--- src/sd_cmd_macros.svh ---
`ifndef SD_CMD_MACROS_SVH
`define SD_CMD_MACROS_SVH

// register byte offsets
`define SD_ARGUMENT_ADDR   5'h00
`define SD_COMMAND_ADDR    5'h04
`define SD_RESPONSE_ADDR   5'h08
`define SD_INT_STATUS_ADDR 5'h0C
`define SD_INT_ENABLE_ADDR 5'h10
`define SD_CLOCK_DIV_ADDR  5'h14
`define SD_PRESENT_ADDR    5'h18

// field widths
`define SD_ADDR_W          5
`define SD_DIV_W           8
`define SD_INDEX_W         6
`define SD_FRAME_BITS      48

// card clocks to wait for a response start bit
`define SD_RESP_TIMEOUT    64

// interrupt status bits
`define SD_INT_CC          0
`define SD_INT_CTO         1
`define SD_INT_CCRC        2
`define SD_INT_CIDX        3
`define SD_INT_W           4

`endif

--- src/sd_cmd_pkg.sv ---
`include "sd_cmd_macros.svh"

package sd_cmd_pkg;

    typedef struct packed {
        logic                   wr;
        logic                   rd;
        logic [`SD_ADDR_W-1:0]  addr;
        logic [31:0]            wdata;
    } reg_req_t;

    typedef struct packed {
        logic [`SD_INDEX_W-1:0] index;
        logic                   resp_en;
        logic                   check_crc;
        logic                   check_index;
        logic [31:0]            argument;
    } cmd_cfg_t;

    // frame body between the two leading bits and the end bit
    typedef struct packed {
        logic [`SD_INDEX_W-1:0] index;
        logic [31:0]            argument;
        logic [6:0]             crc;
    } cmd_frame_t;

    typedef struct packed {
        logic [`SD_INDEX_W-1:0] index;
        logic [31:0]            status;
        logic [6:0]             crc;
    } resp_frame_t;

    typedef struct packed {
        logic                   done;
        logic                   timeout;
        logic                   crc_err;
        logic                   index_err;
        logic [31:0]            status;
    } cmd_event_t;

    // crc7 with x^7 + x^3 + 1, msb first
    function automatic logic [6:0] crc7(input logic [39:0] data);
        logic [6:0] crc;
        logic       fb;
        crc = '0;
        for (int i = 39; i >= 0; i--) begin
            fb     = data[i] ^ crc[6];
            crc    = {crc[5:0], fb};
            crc[3] = crc[3] ^ fb;
        end
        return crc;
    endfunction

endpackage

--- src/sd_reg_bank.sv ---
`timescale 1ns/1ns
`include "sd_cmd_macros.svh"

module sd_reg_bank import sd_cmd_pkg::*; (
    input  logic                 aclk_i,
    input  logic                 arst_n_i,
    input  reg_req_t             reg_req_i,
    output logic [31:0]          rdata_o,
    output logic [`SD_DIV_W-1:0] divisor_o,
    output logic                 cmd_start_o,
    output cmd_cfg_t             cmd_cfg_o,
    input  logic                 cmd_busy_i,
    input  cmd_event_t           cmd_evt_i,
    output logic                 interrupt_o
);
    logic [31:0]                 argument_q;
    logic [8+`SD_INDEX_W-1:0]    command_q;
    logic [31:0]                 response_q;
    logic [`SD_INT_W-1:0]        int_status_q;
    logic [`SD_INT_W-1:0]        int_enable_q;
    logic [`SD_DIV_W-1:0]        divisor_q;
    logic [`SD_INT_W-1:0]        int_set;
    logic [`SD_INT_W-1:0]        int_clr;
    logic [31:0]                 rd_data;

    // command word: resp type [1:0], crc check [3], index check [4], index above bit 8
    assign cmd_cfg_o.index       = command_q[8 +: `SD_INDEX_W];
    assign cmd_cfg_o.resp_en     = |command_q[1:0];
    assign cmd_cfg_o.check_crc   = command_q[3];
    assign cmd_cfg_o.check_index = command_q[4];
    assign cmd_cfg_o.argument    = argument_q;
    assign divisor_o             = divisor_q;

    always_comb begin
        int_set              = '0;
        int_set[`SD_INT_CC]   = cmd_evt_i.done;
        int_set[`SD_INT_CTO]  = cmd_evt_i.done & cmd_evt_i.timeout;
        int_set[`SD_INT_CCRC] = cmd_evt_i.done & cmd_evt_i.crc_err;
        int_set[`SD_INT_CIDX] = cmd_evt_i.done & cmd_evt_i.index_err;
    end

    // write 1 to clear
    assign int_clr = (reg_req_i.wr && reg_req_i.addr == `SD_INT_STATUS_ADDR) ?
                     reg_req_i.wdata[`SD_INT_W-1:0] : '0;

    always_comb begin
        case (reg_req_i.addr)
            `SD_ARGUMENT_ADDR:   rd_data = argument_q;
            `SD_COMMAND_ADDR:    rd_data = 32'(command_q);
            `SD_RESPONSE_ADDR:   rd_data = response_q;
            `SD_INT_STATUS_ADDR: rd_data = 32'(int_status_q);
            `SD_INT_ENABLE_ADDR: rd_data = 32'(int_enable_q);
            `SD_CLOCK_DIV_ADDR:  rd_data = 32'(divisor_q);
            `SD_PRESENT_ADDR:    rd_data = {31'd0, cmd_busy_i};
            default:             rd_data = '0;
        endcase
    end

    always_ff @(posedge aclk_i or negedge arst_n_i) begin
        if (!arst_n_i) begin
            argument_q   <= '0;
            command_q    <= '0;
            response_q   <= '0;
            int_status_q <= '0;
            int_enable_q <= '0;
            divisor_q    <= `SD_DIV_W'(1);
            cmd_start_o  <= 1'b0;
            interrupt_o  <= 1'b0;
            rdata_o      <= '0;
        end else begin
            cmd_start_o <= 1'b0;
            if (reg_req_i.wr) begin
                case (reg_req_i.addr)
                    `SD_ARGUMENT_ADDR:   argument_q <= reg_req_i.wdata;
                    `SD_COMMAND_ADDR: begin
                        command_q   <= reg_req_i.wdata[8+`SD_INDEX_W-1:0];
                        // inhibit also covers the cycle before busy rises
                        cmd_start_o <= !cmd_busy_i && !cmd_start_o;
                    end
                    `SD_INT_ENABLE_ADDR: int_enable_q <= reg_req_i.wdata[`SD_INT_W-1:0];
                    `SD_CLOCK_DIV_ADDR:  divisor_q <= reg_req_i.wdata[`SD_DIV_W-1:0];
                    default: ;
                endcase
            end
            // a new event wins over a clear in the same cycle
            int_status_q <= (int_status_q & ~int_clr) | int_set;
            if (cmd_evt_i.done) begin
                response_q <= cmd_evt_i.status;
            end
            interrupt_o <= |(int_status_q & int_enable_q);
            if (reg_req_i.rd) begin
                rdata_o <= rd_data;
            end
        end
    end

endmodule

--- src/sd_clock_divider.sv ---
`timescale 1ns/1ns
`include "sd_cmd_macros.svh"

module sd_clock_divider (
    input  logic                 aclk_i,
    input  logic                 arst_n_i,
    input  logic [`SD_DIV_W-1:0] divisor_i,
    output logic                 sd_clk_o,
    output logic                 drive_stb_o,
    output logic                 sample_stb_o
);
    logic [`SD_DIV_W-1:0] cnt_q;
    logic                 toggle;

    // >= so a smaller divisor still ends the current half period
    assign toggle = (cnt_q >= divisor_i);

    // strobes sit in the cycle that ends with the card clock edge
    assign drive_stb_o  = toggle & sd_clk_o;
    assign sample_stb_o = toggle & ~sd_clk_o;

    always_ff @(posedge aclk_i or negedge arst_n_i) begin
        if (!arst_n_i) begin
            cnt_q    <= '0;
            sd_clk_o <= 1'b0;
        end else if (toggle) begin
            cnt_q    <= '0;
            sd_clk_o <= ~sd_clk_o;
        end else begin
            cnt_q <= cnt_q + 1'b1;
        end
    end

endmodule

--- src/sd_cmd_master.sv ---
`timescale 1ns/1ns

module sd_cmd_master import sd_cmd_pkg::*; (
    input  logic        aclk_i,
    input  logic        arst_n_i,
    input  logic        cmd_start_i,
    input  cmd_cfg_t    cmd_cfg_i,
    output logic        cmd_busy_o,
    output cmd_event_t  cmd_evt_o,
    output logic        tx_start_o,
    output cmd_frame_t  tx_frame_o,
    output logic        resp_en_o,
    input  logic        rx_done_i,
    input  logic        rx_timeout_i,
    input  resp_frame_t rx_resp_i
);
    cmd_cfg_t cfg_q;
    logic     busy_q;
    logic     got_resp;
    logic     crc_bad;
    logic     idx_bad;

    // crc covers start 0, transmit 1, index and argument
    assign tx_frame_o.index    = cfg_q.index;
    assign tx_frame_o.argument = cfg_q.argument;
    assign tx_frame_o.crc      = crc7({2'b01, cfg_q.index, cfg_q.argument});
    assign resp_en_o           = cfg_q.resp_en;
    assign cmd_busy_o          = busy_q;

    // card response carries a transmit bit of 0
    assign got_resp = cfg_q.resp_en && !rx_timeout_i;
    assign crc_bad  = crc7({2'b00, rx_resp_i.index, rx_resp_i.status}) != rx_resp_i.crc;
    assign idx_bad  = rx_resp_i.index != cfg_q.index;

    always_ff @(posedge aclk_i) begin
        if (cmd_start_i && !busy_q) begin
            cfg_q <= cmd_cfg_i;
        end
    end

    always_ff @(posedge aclk_i or negedge arst_n_i) begin
        if (!arst_n_i) begin
            busy_q     <= 1'b0;
            tx_start_o <= 1'b0;
            cmd_evt_o  <= '0;
        end else begin
            tx_start_o     <= cmd_start_i && !busy_q;
            cmd_evt_o.done <= 1'b0;
            if (cmd_start_i && !busy_q) begin
                busy_q <= 1'b1;
            end else if (busy_q && rx_done_i) begin
                busy_q              <= 1'b0;
                cmd_evt_o.done      <= 1'b1;
                cmd_evt_o.timeout   <= rx_timeout_i;
                cmd_evt_o.crc_err   <= got_resp && cfg_q.check_crc && crc_bad;
                cmd_evt_o.index_err <= got_resp && cfg_q.check_index && idx_bad;
                cmd_evt_o.status    <= got_resp ? rx_resp_i.status : '0;
            end
        end
    end

endmodule

--- src/sd_cmd_serial_host.sv ---
`timescale 1ns/1ns
`include "sd_cmd_macros.svh"

module sd_cmd_serial_host import sd_cmd_pkg::*; (
    input  logic        aclk_i,
    input  logic        arst_n_i,
    input  logic        drive_stb_i,
    input  logic        sample_stb_i,
    input  logic        tx_start_i,
    input  cmd_frame_t  tx_frame_i,
    input  logic        resp_en_i,
    output logic        rx_done_o,
    output logic        rx_timeout_o,
    output resp_frame_t rx_resp_o,
    input  logic        sd_cmd_i,
    output logic        sd_cmd_o,
    output logic        sd_cmd_oe_o
);
    localparam int         BIT_W   = $clog2(`SD_FRAME_BITS + 1);
    localparam int         TMO_W   = $clog2(`SD_RESP_TIMEOUT);
    localparam logic [1:0] ST_IDLE = 2'd0;
    localparam logic [1:0] ST_SEND = 2'd1;
    localparam logic [1:0] ST_WAIT = 2'd2;
    localparam logic [1:0] ST_RECV = 2'd3;

    logic [1:0]                state_q;
    logic [`SD_FRAME_BITS-1:0] shift_q;
    logic [BIT_W-1:0]          bit_cnt_q;
    logic [TMO_W-1:0]          tmo_cnt_q;
    logic                      resp_en_q;

    // drop start, transmit and end bits
    assign rx_resp_o = shift_q[`SD_FRAME_BITS-3:1];

    always_ff @(posedge aclk_i) begin
        if (state_q == ST_IDLE && tx_start_i) begin
            shift_q   <= {2'b01, tx_frame_i, 1'b1};
            resp_en_q <= resp_en_i;
        end else if (state_q == ST_SEND && drive_stb_i) begin
            shift_q <= {shift_q[`SD_FRAME_BITS-2:0], 1'b1};
        end else if ((state_q == ST_WAIT || state_q == ST_RECV) && sample_stb_i) begin
            shift_q <= {shift_q[`SD_FRAME_BITS-2:0], sd_cmd_i};
        end
    end

    always_ff @(posedge aclk_i or negedge arst_n_i) begin
        if (!arst_n_i) begin
            state_q      <= ST_IDLE;
            bit_cnt_q    <= '0;
            tmo_cnt_q    <= '0;
            sd_cmd_o     <= 1'b1;
            sd_cmd_oe_o  <= 1'b0;
            rx_done_o    <= 1'b0;
            rx_timeout_o <= 1'b0;
        end else begin
            rx_done_o <= 1'b0;
            case (state_q)
                ST_IDLE: begin
                    bit_cnt_q <= '0;
                    if (tx_start_i) state_q <= ST_SEND;
                end
                ST_SEND: if (drive_stb_i) begin
                    // the end bit has held for a full card clock, release the line
                    if (bit_cnt_q == BIT_W'(`SD_FRAME_BITS)) begin
                        sd_cmd_oe_o <= 1'b0;
                        sd_cmd_o    <= 1'b1;
                        tmo_cnt_q   <= '0;
                        state_q     <= resp_en_q ? ST_WAIT : ST_IDLE;
                        rx_done_o    <= !resp_en_q;
                        rx_timeout_o <= 1'b0;
                    end else begin
                        sd_cmd_oe_o <= 1'b1;
                        sd_cmd_o    <= shift_q[`SD_FRAME_BITS-1];
                        bit_cnt_q   <= bit_cnt_q + 1'b1;
                    end
                end
                ST_WAIT: if (sample_stb_i) begin
                    if (!sd_cmd_i) begin
                        bit_cnt_q <= BIT_W'(1);
                        state_q   <= ST_RECV;
                    end else if (tmo_cnt_q == TMO_W'(`SD_RESP_TIMEOUT - 1)) begin
                        rx_done_o    <= 1'b1;
                        rx_timeout_o <= 1'b1;
                        state_q      <= ST_IDLE;
                    end else begin
                        tmo_cnt_q <= tmo_cnt_q + 1'b1;
                    end
                end
                default: if (sample_stb_i) begin
                    bit_cnt_q <= bit_cnt_q + 1'b1;
                    if (bit_cnt_q == BIT_W'(`SD_FRAME_BITS - 1)) begin
                        rx_done_o    <= 1'b1;
                        rx_timeout_o <= 1'b0;
                        state_q      <= ST_IDLE;
                    end
                end
            endcase
        end
    end

endmodule

--- src/sd_emmc_controller.sv ---
`timescale 1ns/1ns
`include "sd_cmd_macros.svh"

module sd_emmc_controller import sd_cmd_pkg::*; (
    input  logic        aclk_i,
    input  logic        arst_n_i,
    input  reg_req_t    reg_req_i,
    output logic [31:0] rdata_o,
    output logic        sd_clk_o,
    input  logic        sd_cmd_i,
    output logic        sd_cmd_o,
    output logic        sd_cmd_oe_o,
    output logic        interrupt_o
);
    logic [`SD_DIV_W-1:0] divisor;
    logic                 drive_stb;
    logic                 sample_stb;
    logic                 cmd_start;
    cmd_cfg_t             cmd_cfg;
    logic                 cmd_busy;
    cmd_event_t           cmd_evt;
    logic                 tx_start;
    cmd_frame_t           tx_frame;
    logic                 resp_en;
    logic                 rx_done;
    logic                 rx_timeout;
    resp_frame_t          rx_resp;

    sd_reg_bank u_reg_bank (
        .aclk_i, .arst_n_i, .reg_req_i, .rdata_o,
        .divisor_o(divisor), .cmd_start_o(cmd_start), .cmd_cfg_o(cmd_cfg),
        .cmd_busy_i(cmd_busy), .cmd_evt_i(cmd_evt), .interrupt_o
    );

    sd_clock_divider u_clk_div (
        .aclk_i, .arst_n_i, .divisor_i(divisor), .sd_clk_o,
        .drive_stb_o(drive_stb), .sample_stb_o(sample_stb)
    );

    sd_cmd_master u_cmd_master (
        .aclk_i, .arst_n_i, .cmd_start_i(cmd_start), .cmd_cfg_i(cmd_cfg),
        .cmd_busy_o(cmd_busy), .cmd_evt_o(cmd_evt), .tx_start_o(tx_start),
        .tx_frame_o(tx_frame), .resp_en_o(resp_en), .rx_done_i(rx_done),
        .rx_timeout_i(rx_timeout), .rx_resp_i(rx_resp)
    );

    sd_cmd_serial_host u_cmd_host (
        .aclk_i, .arst_n_i, .drive_stb_i(drive_stb), .sample_stb_i(sample_stb),
        .tx_start_i(tx_start), .tx_frame_i(tx_frame), .resp_en_i(resp_en),
        .rx_done_o(rx_done), .rx_timeout_o(rx_timeout), .rx_resp_o(rx_resp),
        .sd_cmd_i, .sd_cmd_o, .sd_cmd_oe_o
    );

endmodule

--- config.mk ---
export PLATFORM = sky130hd
export DESIGN_NAME = sd_emmc_controller
export DESIGN_NICKNAME = d
export VERILOG_FILES = /design/src/sd_cmd_pkg.sv /design/src/sd_reg_bank.sv /design/src/sd_clock_divider.sv /design/src/sd_cmd_master.sv /design/src/sd_cmd_serial_host.sv /design/src/sd_emmc_controller.sv
export VERILOG_INCLUDE_DIRS = /design/src
export SDC_FILE = /design/constraint.sdc
export NUM_CORES = 1
export LEC_CHECK = 0
export ABC_AREA = 1
export BUFFER_PORTS_ARGS = -buffer_cell sky130_fd_sc_hd__buf_2
export CORE_ASPECT_RATIO = 1.25
export CORE_MARGIN = 2
export CORE_UTILIZATION = 40
export CTS_CLUSTER_DIAMETER = 80
export DETAILED_ROUTE_END_ITERATION = 8
export GPL_TIMING_DRIVEN = 0
export HOLD_SLACK_MARGIN = 0.1
export PLACE_DENSITY = 0.6
export SLEW_MARGIN = 20
export SYNTH_ARGS = -nofsm -noshare
export SYNTH_HDL_FRONTEND = slang
export SYNTH_SLANG_ARGS = --single-unit
--- constraint.sdc ---
create_clock -name aclk_i -period 3 [get_ports aclk_i]
set_input_delay 0.15 -clock aclk_i [delete_from_list [all_inputs] [get_ports aclk_i]]
set_output_delay 0.15 -clock aclk_i [all_outputs]
set_load 0.1 [all_outputs]
Word level (Yosys, flattened, before mapping)
Cells that the tools add are included.
{"block": "word_totals", "regBits": 283, "wordCells": 307, "output_inout_bits": 36}
{"block": "classes", "n_reduce_logical": 40, "eq_ne": 24, "n_mux": 53, "bitwise_logic": 152, "add_sub_neg": 3, "order_cmp": 1}
{"cell": "$pmux 32 s7", "count": 1}
{"cell": "$xor 1x1->1", "count": 138}
{"cell": "$mux 48", "count": 2}
{"cell": "$mux 36", "count": 2}
{"cell": "$mux 6", "count": 10}
{"cell": "$mux 46", "count": 1}
{"cell": "$mux 32", "count": 1}
{"cell": "$mux 1", "count": 20}
{"cell": "$eq 6x6->1 const B", "count": 3}
{"cell": "$mux 2", "count": 9}
{"cell": "$pmux 6 s3", "count": 1}
{"cell": "$eq 5x5->1 const B", "count": 3}
{"cell": "$ne 2x2->1 const B", "count": 7}
{"cell": "$add 6x1->6 const B", "count": 2}
{"cell": "$logic_and 1x1->1", "count": 12}
{"cell": "$pmux 6 s2", "count": 1}
{"cell": "$reduce_and 2->1", "count": 6}
{"cell": "$eq 5x4->1 const B", "count": 2}
{"cell": "$reduce_bool 3->1", "count": 3}
{"cell": "$add 8x1->8 const B", "count": 1}
{"cell": "$and 4x4->4", "count": 2}
{"cell": "$ge 8x8->1", "count": 1}
{"cell": "$mux 8", "count": 1}
{"cell": "$reduce_and 8->1", "count": 1}
{"cell": "other kinds (25)", "count": 43}

Logic depth before layout (Yosys ltp)
{"block": "depth", "ltp_word": 22, "depth_mapped": 32, "ltp_nobuf": 32}

By module
From an unflattened synthesis, not the netlist that was laid out.
{"block": "hier_totals", "hier_cells": 1949, "area_unflattened_um2": 15563.7}
{"mod": "sd_reg_bank", "seq_area_each_um2": 3204.3, "area_per_inst_um2": 5607.9, "instances": 1, "cells_each": 669}
{"mod": "sd_cmd_master", "seq_area_each_um2": 2182.1, "area_per_inst_um2": 5555.3, "instances": 1, "cells_each": 779}
{"mod": "sd_cmd_serial_host", "seq_area_each_um2": 1893.1, "area_per_inst_um2": 3759.9, "instances": 1, "cells_each": 421}
{"mod": "sd_clock_divider", "seq_area_each_um2": 225.2, "area_per_inst_um2": 640.6, "instances": 1, "cells_each": 80}

Least setup slack after synthesis
No wires, ideal clock.
{"block": "synth_timing", "path_type": "register -> register", "startpoint": "register u_clk_div.cnt_q[5]", "endpoint": "register u_cmd_host.shift_q[10] (enable)", "setup_slack_ps": -323, "arrival_ps": 2919, "synth_period_minus_slack_ps": 3323, "path_buffers": 1, "path_stages_with_launch": 13, "setup_ps": 404, "path_cell_list": "dfrtp_1 -> ha_1 -> nand2_1 -> nor2_1 -> nand4_1 -> o2111ai_1 -> buf_2 -> nand2_1 -> nor2_1 -> inv_1 -> nand2_1 -> clkinv_1 -> nand2_1"}
{"block": "synth_between", "elab_chain_cells": 4, "word_cells_on_any_way": 6}
{"element": "start, declared", "line": "sd_clock_divider.sv:12", "source": "logic [`SD_DIV_W-1:0] cnt_q;"}
{"element": "start signal, assigned", "line": "sd_clock_divider.sv:30", "source": "cnt_q <= cnt_q + 1'b1;"}
{"element": "$ge 8x8->1 (*)", "line": "sd_clock_divider.sv:16", "source": "assign toggle = (cnt_q >= divisor_i);"}
{"element": "$and 1x1->1 (on tied branches)", "line": "sd_clock_divider.sv:20, sd_clock_divider.sv:19"}
{"element": "$logic_and 1x1->1 (on tied branches)", "line": "sd_cmd_serial_host.sv:41, sd_cmd_serial_host.sv:39"}
{"element": "$reduce_bool 3->1 (no source line) (*)"}
{"element": "end signal, assigned", "line": "sd_cmd_serial_host.sv:37", "source": "shift_q <= {2'b01, tx_frame_i, 1'b1};"}
{"element": "end signal, assigned", "line": "sd_cmd_serial_host.sv:40", "source": "shift_q <= {shift_q[`SD_FRAME_BITS-2:0], 1'b1};"}
{"element": "end signal, assigned", "line": "sd_cmd_serial_host.sv:42", "source": "shift_q <= {shift_q[`SD_FRAME_BITS-2:0], sd_cmd_i};"}
{"element": "end, declared", "line": "sd_cmd_serial_host.sv:27", "source": "logic [`SD_FRAME_BITS-1:0] shift_q;"}
Mark *: on every way between the ends. The rest lies on a longest branch, timed or not.
A chain may end at the register's enable or synchronous reset.

Worst setup path after layout
{"block": "layout_timing", "startpoint": "register u_cmd_master.cfg_q, in the netlist u_cmd_master.tx_frame_o[44]", "endpoint": "register u_cmd_host.shift_q[5] (data pin)"}
{"block": "layout_between", "elab_chain_cells": 19, "word_cells_on_any_way": 43}
{"element": "start, declared", "line": "sd_cmd_master.sv:17", "source": "cmd_cfg_t cfg_q;"}
{"element": "start signal, assigned", "line": "sd_cmd_master.sv:37", "source": "cfg_q <= cmd_cfg_i;"}
{"element": "$xor 1x1->1", "line": "sd_cmd_pkg.sv:47", "source": "fb = data[i] ^ crc[6];"}
{"element": "$xor 1x1->1", "line": "sd_cmd_pkg.sv:49", "source": "crc[3] = crc[3] ^ fb;"}
{"element": "$xor 1x1->1", "line": "sd_cmd_pkg.sv:47"}
{"element": "$xor 1x1->1", "line": "sd_cmd_pkg.sv:49"}
{"element": "$xor 1x1->1", "line": "sd_cmd_pkg.sv:47"}
{"element": "$xor 1x1->1", "line": "sd_cmd_pkg.sv:49"}
{"element": "$xor 1x1->1", "line": "sd_cmd_pkg.sv:47"}
{"element": "$xor 1x1->1", "line": "sd_cmd_pkg.sv:49"}
{"element": "(+3 left out)"}
{"element": "$xor 1x1->1", "line": "sd_cmd_pkg.sv:49"}
{"element": "$xor 1x1->1", "line": "sd_cmd_pkg.sv:47"}
{"element": "$xor 1x1->1", "line": "sd_cmd_pkg.sv:49"}
{"element": "$xor 1x1->1", "line": "sd_cmd_pkg.sv:47"}
{"element": "$xor 1x1->1", "line": "sd_cmd_pkg.sv:49"}
{"element": "$xor 1x1->1", "line": "sd_cmd_pkg.sv:47"}
{"element": "$xor 1x1->1 (*)", "line": "sd_cmd_pkg.sv:49"}
{"element": "$mux 46 (*)", "line": "sd_cmd_serial_host.sv:36", "source": "if (state_q == ST_IDLE && tx_start_i) begin"}
Marks and branches as above.

==> run metrics <==
hold_sp=reg_req_i[37]; fillers=3200; dpl cells=2135; unrepaired setup endpoints after global routing=yes; Worst EP arrival=3.44 ns; Crit Path Max Fanout=3; Top-Level Pins=78; final hold violation count=0; ANT nets after route=0; Critical Path Start Type=register; clk_skew=0.00814 ns; TritonCTS clock tree=done; leading area contributor after synthesis=dfrtp_1; global route overflow=0; FF+latch count, synth=283; 1st-iter DRT viols=768; Max rail drop VDD=0.000522 V; most frequent CP cell=nand2_1; clock tree root buffer cell=clkbuf_16; total CTS buffers=28; 1st-pass router iterations=5; number of DRC violations after detailed routing=0; Maximum Capacitance Violations=0; worst path required time=3.31 ns; PortBufs=76; Finished Layout Cells=2259; worst slack at placement=-0.788 ns; gpl congestion=0.864; initial antenna violation count=0; wire length of the first global-routing pass=58900 µm; Row Count=76; layout cells sized above 1=19.4%; core region area=0.0343 mm²; FF-to-FF Start=u_cmd_master.tx_frame_o[44]; synthesized area per cell=8.74 µm²; Final period util=104%; HPWL after DPL=27100 µm; Worst Hold Class=primary input to register; Max Fclk=319 MHz; largest net degree at the start of global routing=92; die area=0.0362 mm²; Starting Density=40.4%; failing checks=negative setup slack; Critical-path top delay cell=edfxtp_1; Netlist Area Pre-Place=0.0139 mm²; EDFF count, synth=87; CP Launch Point=u_cmd_master.tx_frame_o[44]; Top FF cell, synth=dfrtp_1; synth-to-layout area growth=22.3%; Seq/Total Area, Yosys=54.1%; status=finished, violations left; Total GRT Usage=20.7%; Antenna Cells=0; Post-Syn Instances=1588; Net Count, Synth=1642; PnR worst setup slack=-0.135 ns; final number of setup-violating endpoints=5; Synth area leaders=dfrtp_1 34%, edfxtp_1 19%, nand2_1 12%, inv_1 6.1%, o21ai_0 4.6%; Worst-Skew Late Latency=0.55 ns; crit-path cells=xnor2_2, xor2_1, xnor2_2, xor2_2, buf_4, xnor2_4, nand2_1, nand2_1, nand2_2, nand2_4, buf_6, xor2_1, nand2_1, nand2_2, inv_2, nand2_2, nand3_2, nand2_1, nand2_1; crit-path max cell delay=0.51 ns; CTS H-tree depth=1; WL/cell=16.2 µm; Least-Margin Pin Slew=0.787 ns; Worst-path clk slew=0.06 ns; FFs w/ async S/R, synth=68.2%; post-layout net count=1824; Die X=171 µm; Max-slew headroom=47.0%; Die Y=212 µm; Max clock buf depth=3; WL final=36700 µm; Via Count=11300; max-slew violations=0; Crit Path Class=register to register; Yosys warnings=0; final total power=14300 µW; share of the synthesized area in the top cell type=34.4%; Via density=5.01; CTS sink count=283; Leak=0.00813 µW; minimum clock period=3.13 ns; vias in the first global route=11200; Yosys cell types=48; PwrDens=843 mW/mm²; Critical Path Sink Type=register
==> metrics by stage <==
stage               instance area [µm²]  utilization [%]  TNS [ns]  hold slack, ns
finish                            17000             49.4    -0.335           0.151
global route                      17000             49.4     -1.94           0.164
CTS                               16700             48.7    -0.106           0.140
detailed placement                14900             43.5    -43.80         0.00693
global placement                  14900             43.3   -327.91           0.401
floorplan                         13900                -         0          -0.146
==> synthesized netlist by cell type, types with 26 or more instances <==
master / number
a21oi_1: 33
clkbuf_1: 39
dfrtp_1: 191
edfxtp_1: 87
inv_1: 224
mux2_2: 32
nand2_1: 458
nand3_1: 96
nor2_1: 75
o21ai_0: 127
o22ai_1: 61
xor2_1: 26
==> repair_timing <==
action	CTS	global route
hold buffers	37	0
endpoints found under the hold margin	256	0
endpoints found under the setup margin	97	100
cloned	1	0
pin swaps	25	22
resized for setup	68	61
setup buffers	25	12
==> power by group <==
group / internal, µW / switching [µW] / total (µW)
logic: 2010 / 3900 / 5910
clock network: 1970 / 1490 / 3460
registers: 4590 / 345 / 4930
==> sequential cells by signal (all words and copies together) (netlist names), 2 cells and up <==
signal / cells
u_clk_div.cnt_q: 8
u_cmd_host.bit_cnt_q: 6
u_cmd_host.shift_q: 48
u_cmd_host.state_q: 2
u_cmd_host.tmo_cnt_q: 6
u_cmd_master.cfg_q: 2
u_cmd_master.cmd_evt_o: 36
u_cmd_master.tx_frame_o: 38
u_reg_bank.argument_q: 32
u_reg_bank.command_q: 14
u_reg_bank.divisor_o: 8
u_reg_bank.int_enable_q: 4
u_reg_bank.int_status_q: 4
u_reg_bank.rdata_o: 32
u_reg_bank.response_q: 32
==> cell type report <==
cell class / count / area (µm²) / area share, %
inverters: 231 / 880 / 5.18
flip-flops and latches: 283 / 7500 / 44.2
plain buffers: 45 / 205 / 1.21
repair buffers: 151 / 1110 / 6.53
well taps: 468 / 586 / 3.45
clock inverters: 12 / 76.3 / 0.450
multi-input cells: 1030 / 5770 / 34.0
clock buffers: 39 / 845 / 4.98
==> metal layers <==
metal	routed length, µm	vias to the layer above	GRT usage [%]
met5	0	-	0
met4	1020	0	6.69
met3	1550	49	2.46
li1	-	5535	-
met2	18000	288	35.4
met1	16100	5439	27.4
==> placed cells by master (no fill, tap or decap), types with 6 or more instances in the layout <==
master / n
nand4_1: 11
inv_2: 11
dfrtp_1: 191
nor2_1: 71
dlygate4sd3_1: 36
ha_1: 12
clkinv_2: 8
mux2_2: 32
xor2_1: 18
nand2_1: 404
xnor2_2: 12
nand3_2: 13
nand2_2: 68
inv_1: 214
o21ai_0: 125
xnor2_1: 6
edfxtp_1: 87
a21oi_1: 33
nor3_1: 12
buf_2: 77
clkbuf_16: 30
buf_4: 33
xor2_2: 14
clkbuf_1: 38
a221oi_1: 10
o22ai_1: 60
clkbuf_8: 7
nand3_1: 86
==> worst paths after layout <==
check                                         endpoint  slack (ns)  depth (start not counted)
setup / recovery                 u_cmd_host.shift_q[5]       -0.13                         19
hold / removal                   u_reg_bank.rdata_o[1]        0.15                          2
setup reg to reg                 u_cmd_host.shift_q[5]       -0.13                         19
hold reg to reg            u_cmd_master.tx_frame_o[26]        0.45                          0
max in group asynchronous   u_cmd_master.cmd_evt_o[27]        2.37                          3
min in group asynchronous       u_reg_bank.rdata_o[24]        0.19                          3
==> cell families after synthesis <==
group	count (synthesis)	synth area share (%)
AND/OR/NAND/NOR	685	20.4
flip-flops	283	54.1
buffers and inverters	276	7.62
AO/OA/AOI/OAI	245	9.94
XOR/XNOR	55	4.28
multiplexers	32	2.60
adder cells (fa/ha/maj)	12	1.08
==> worst max-delay path: cells and delay by family, from the launching register on <==
kind	cells	cell delay (ns)
AND/OR/NAND/NOR	10	0.80
buffers and inverters	3	0.33
XOR/XNOR	6	1.23
flip-flops	1	0.51
Note: power is estimated with default switching activity, not from simulation.
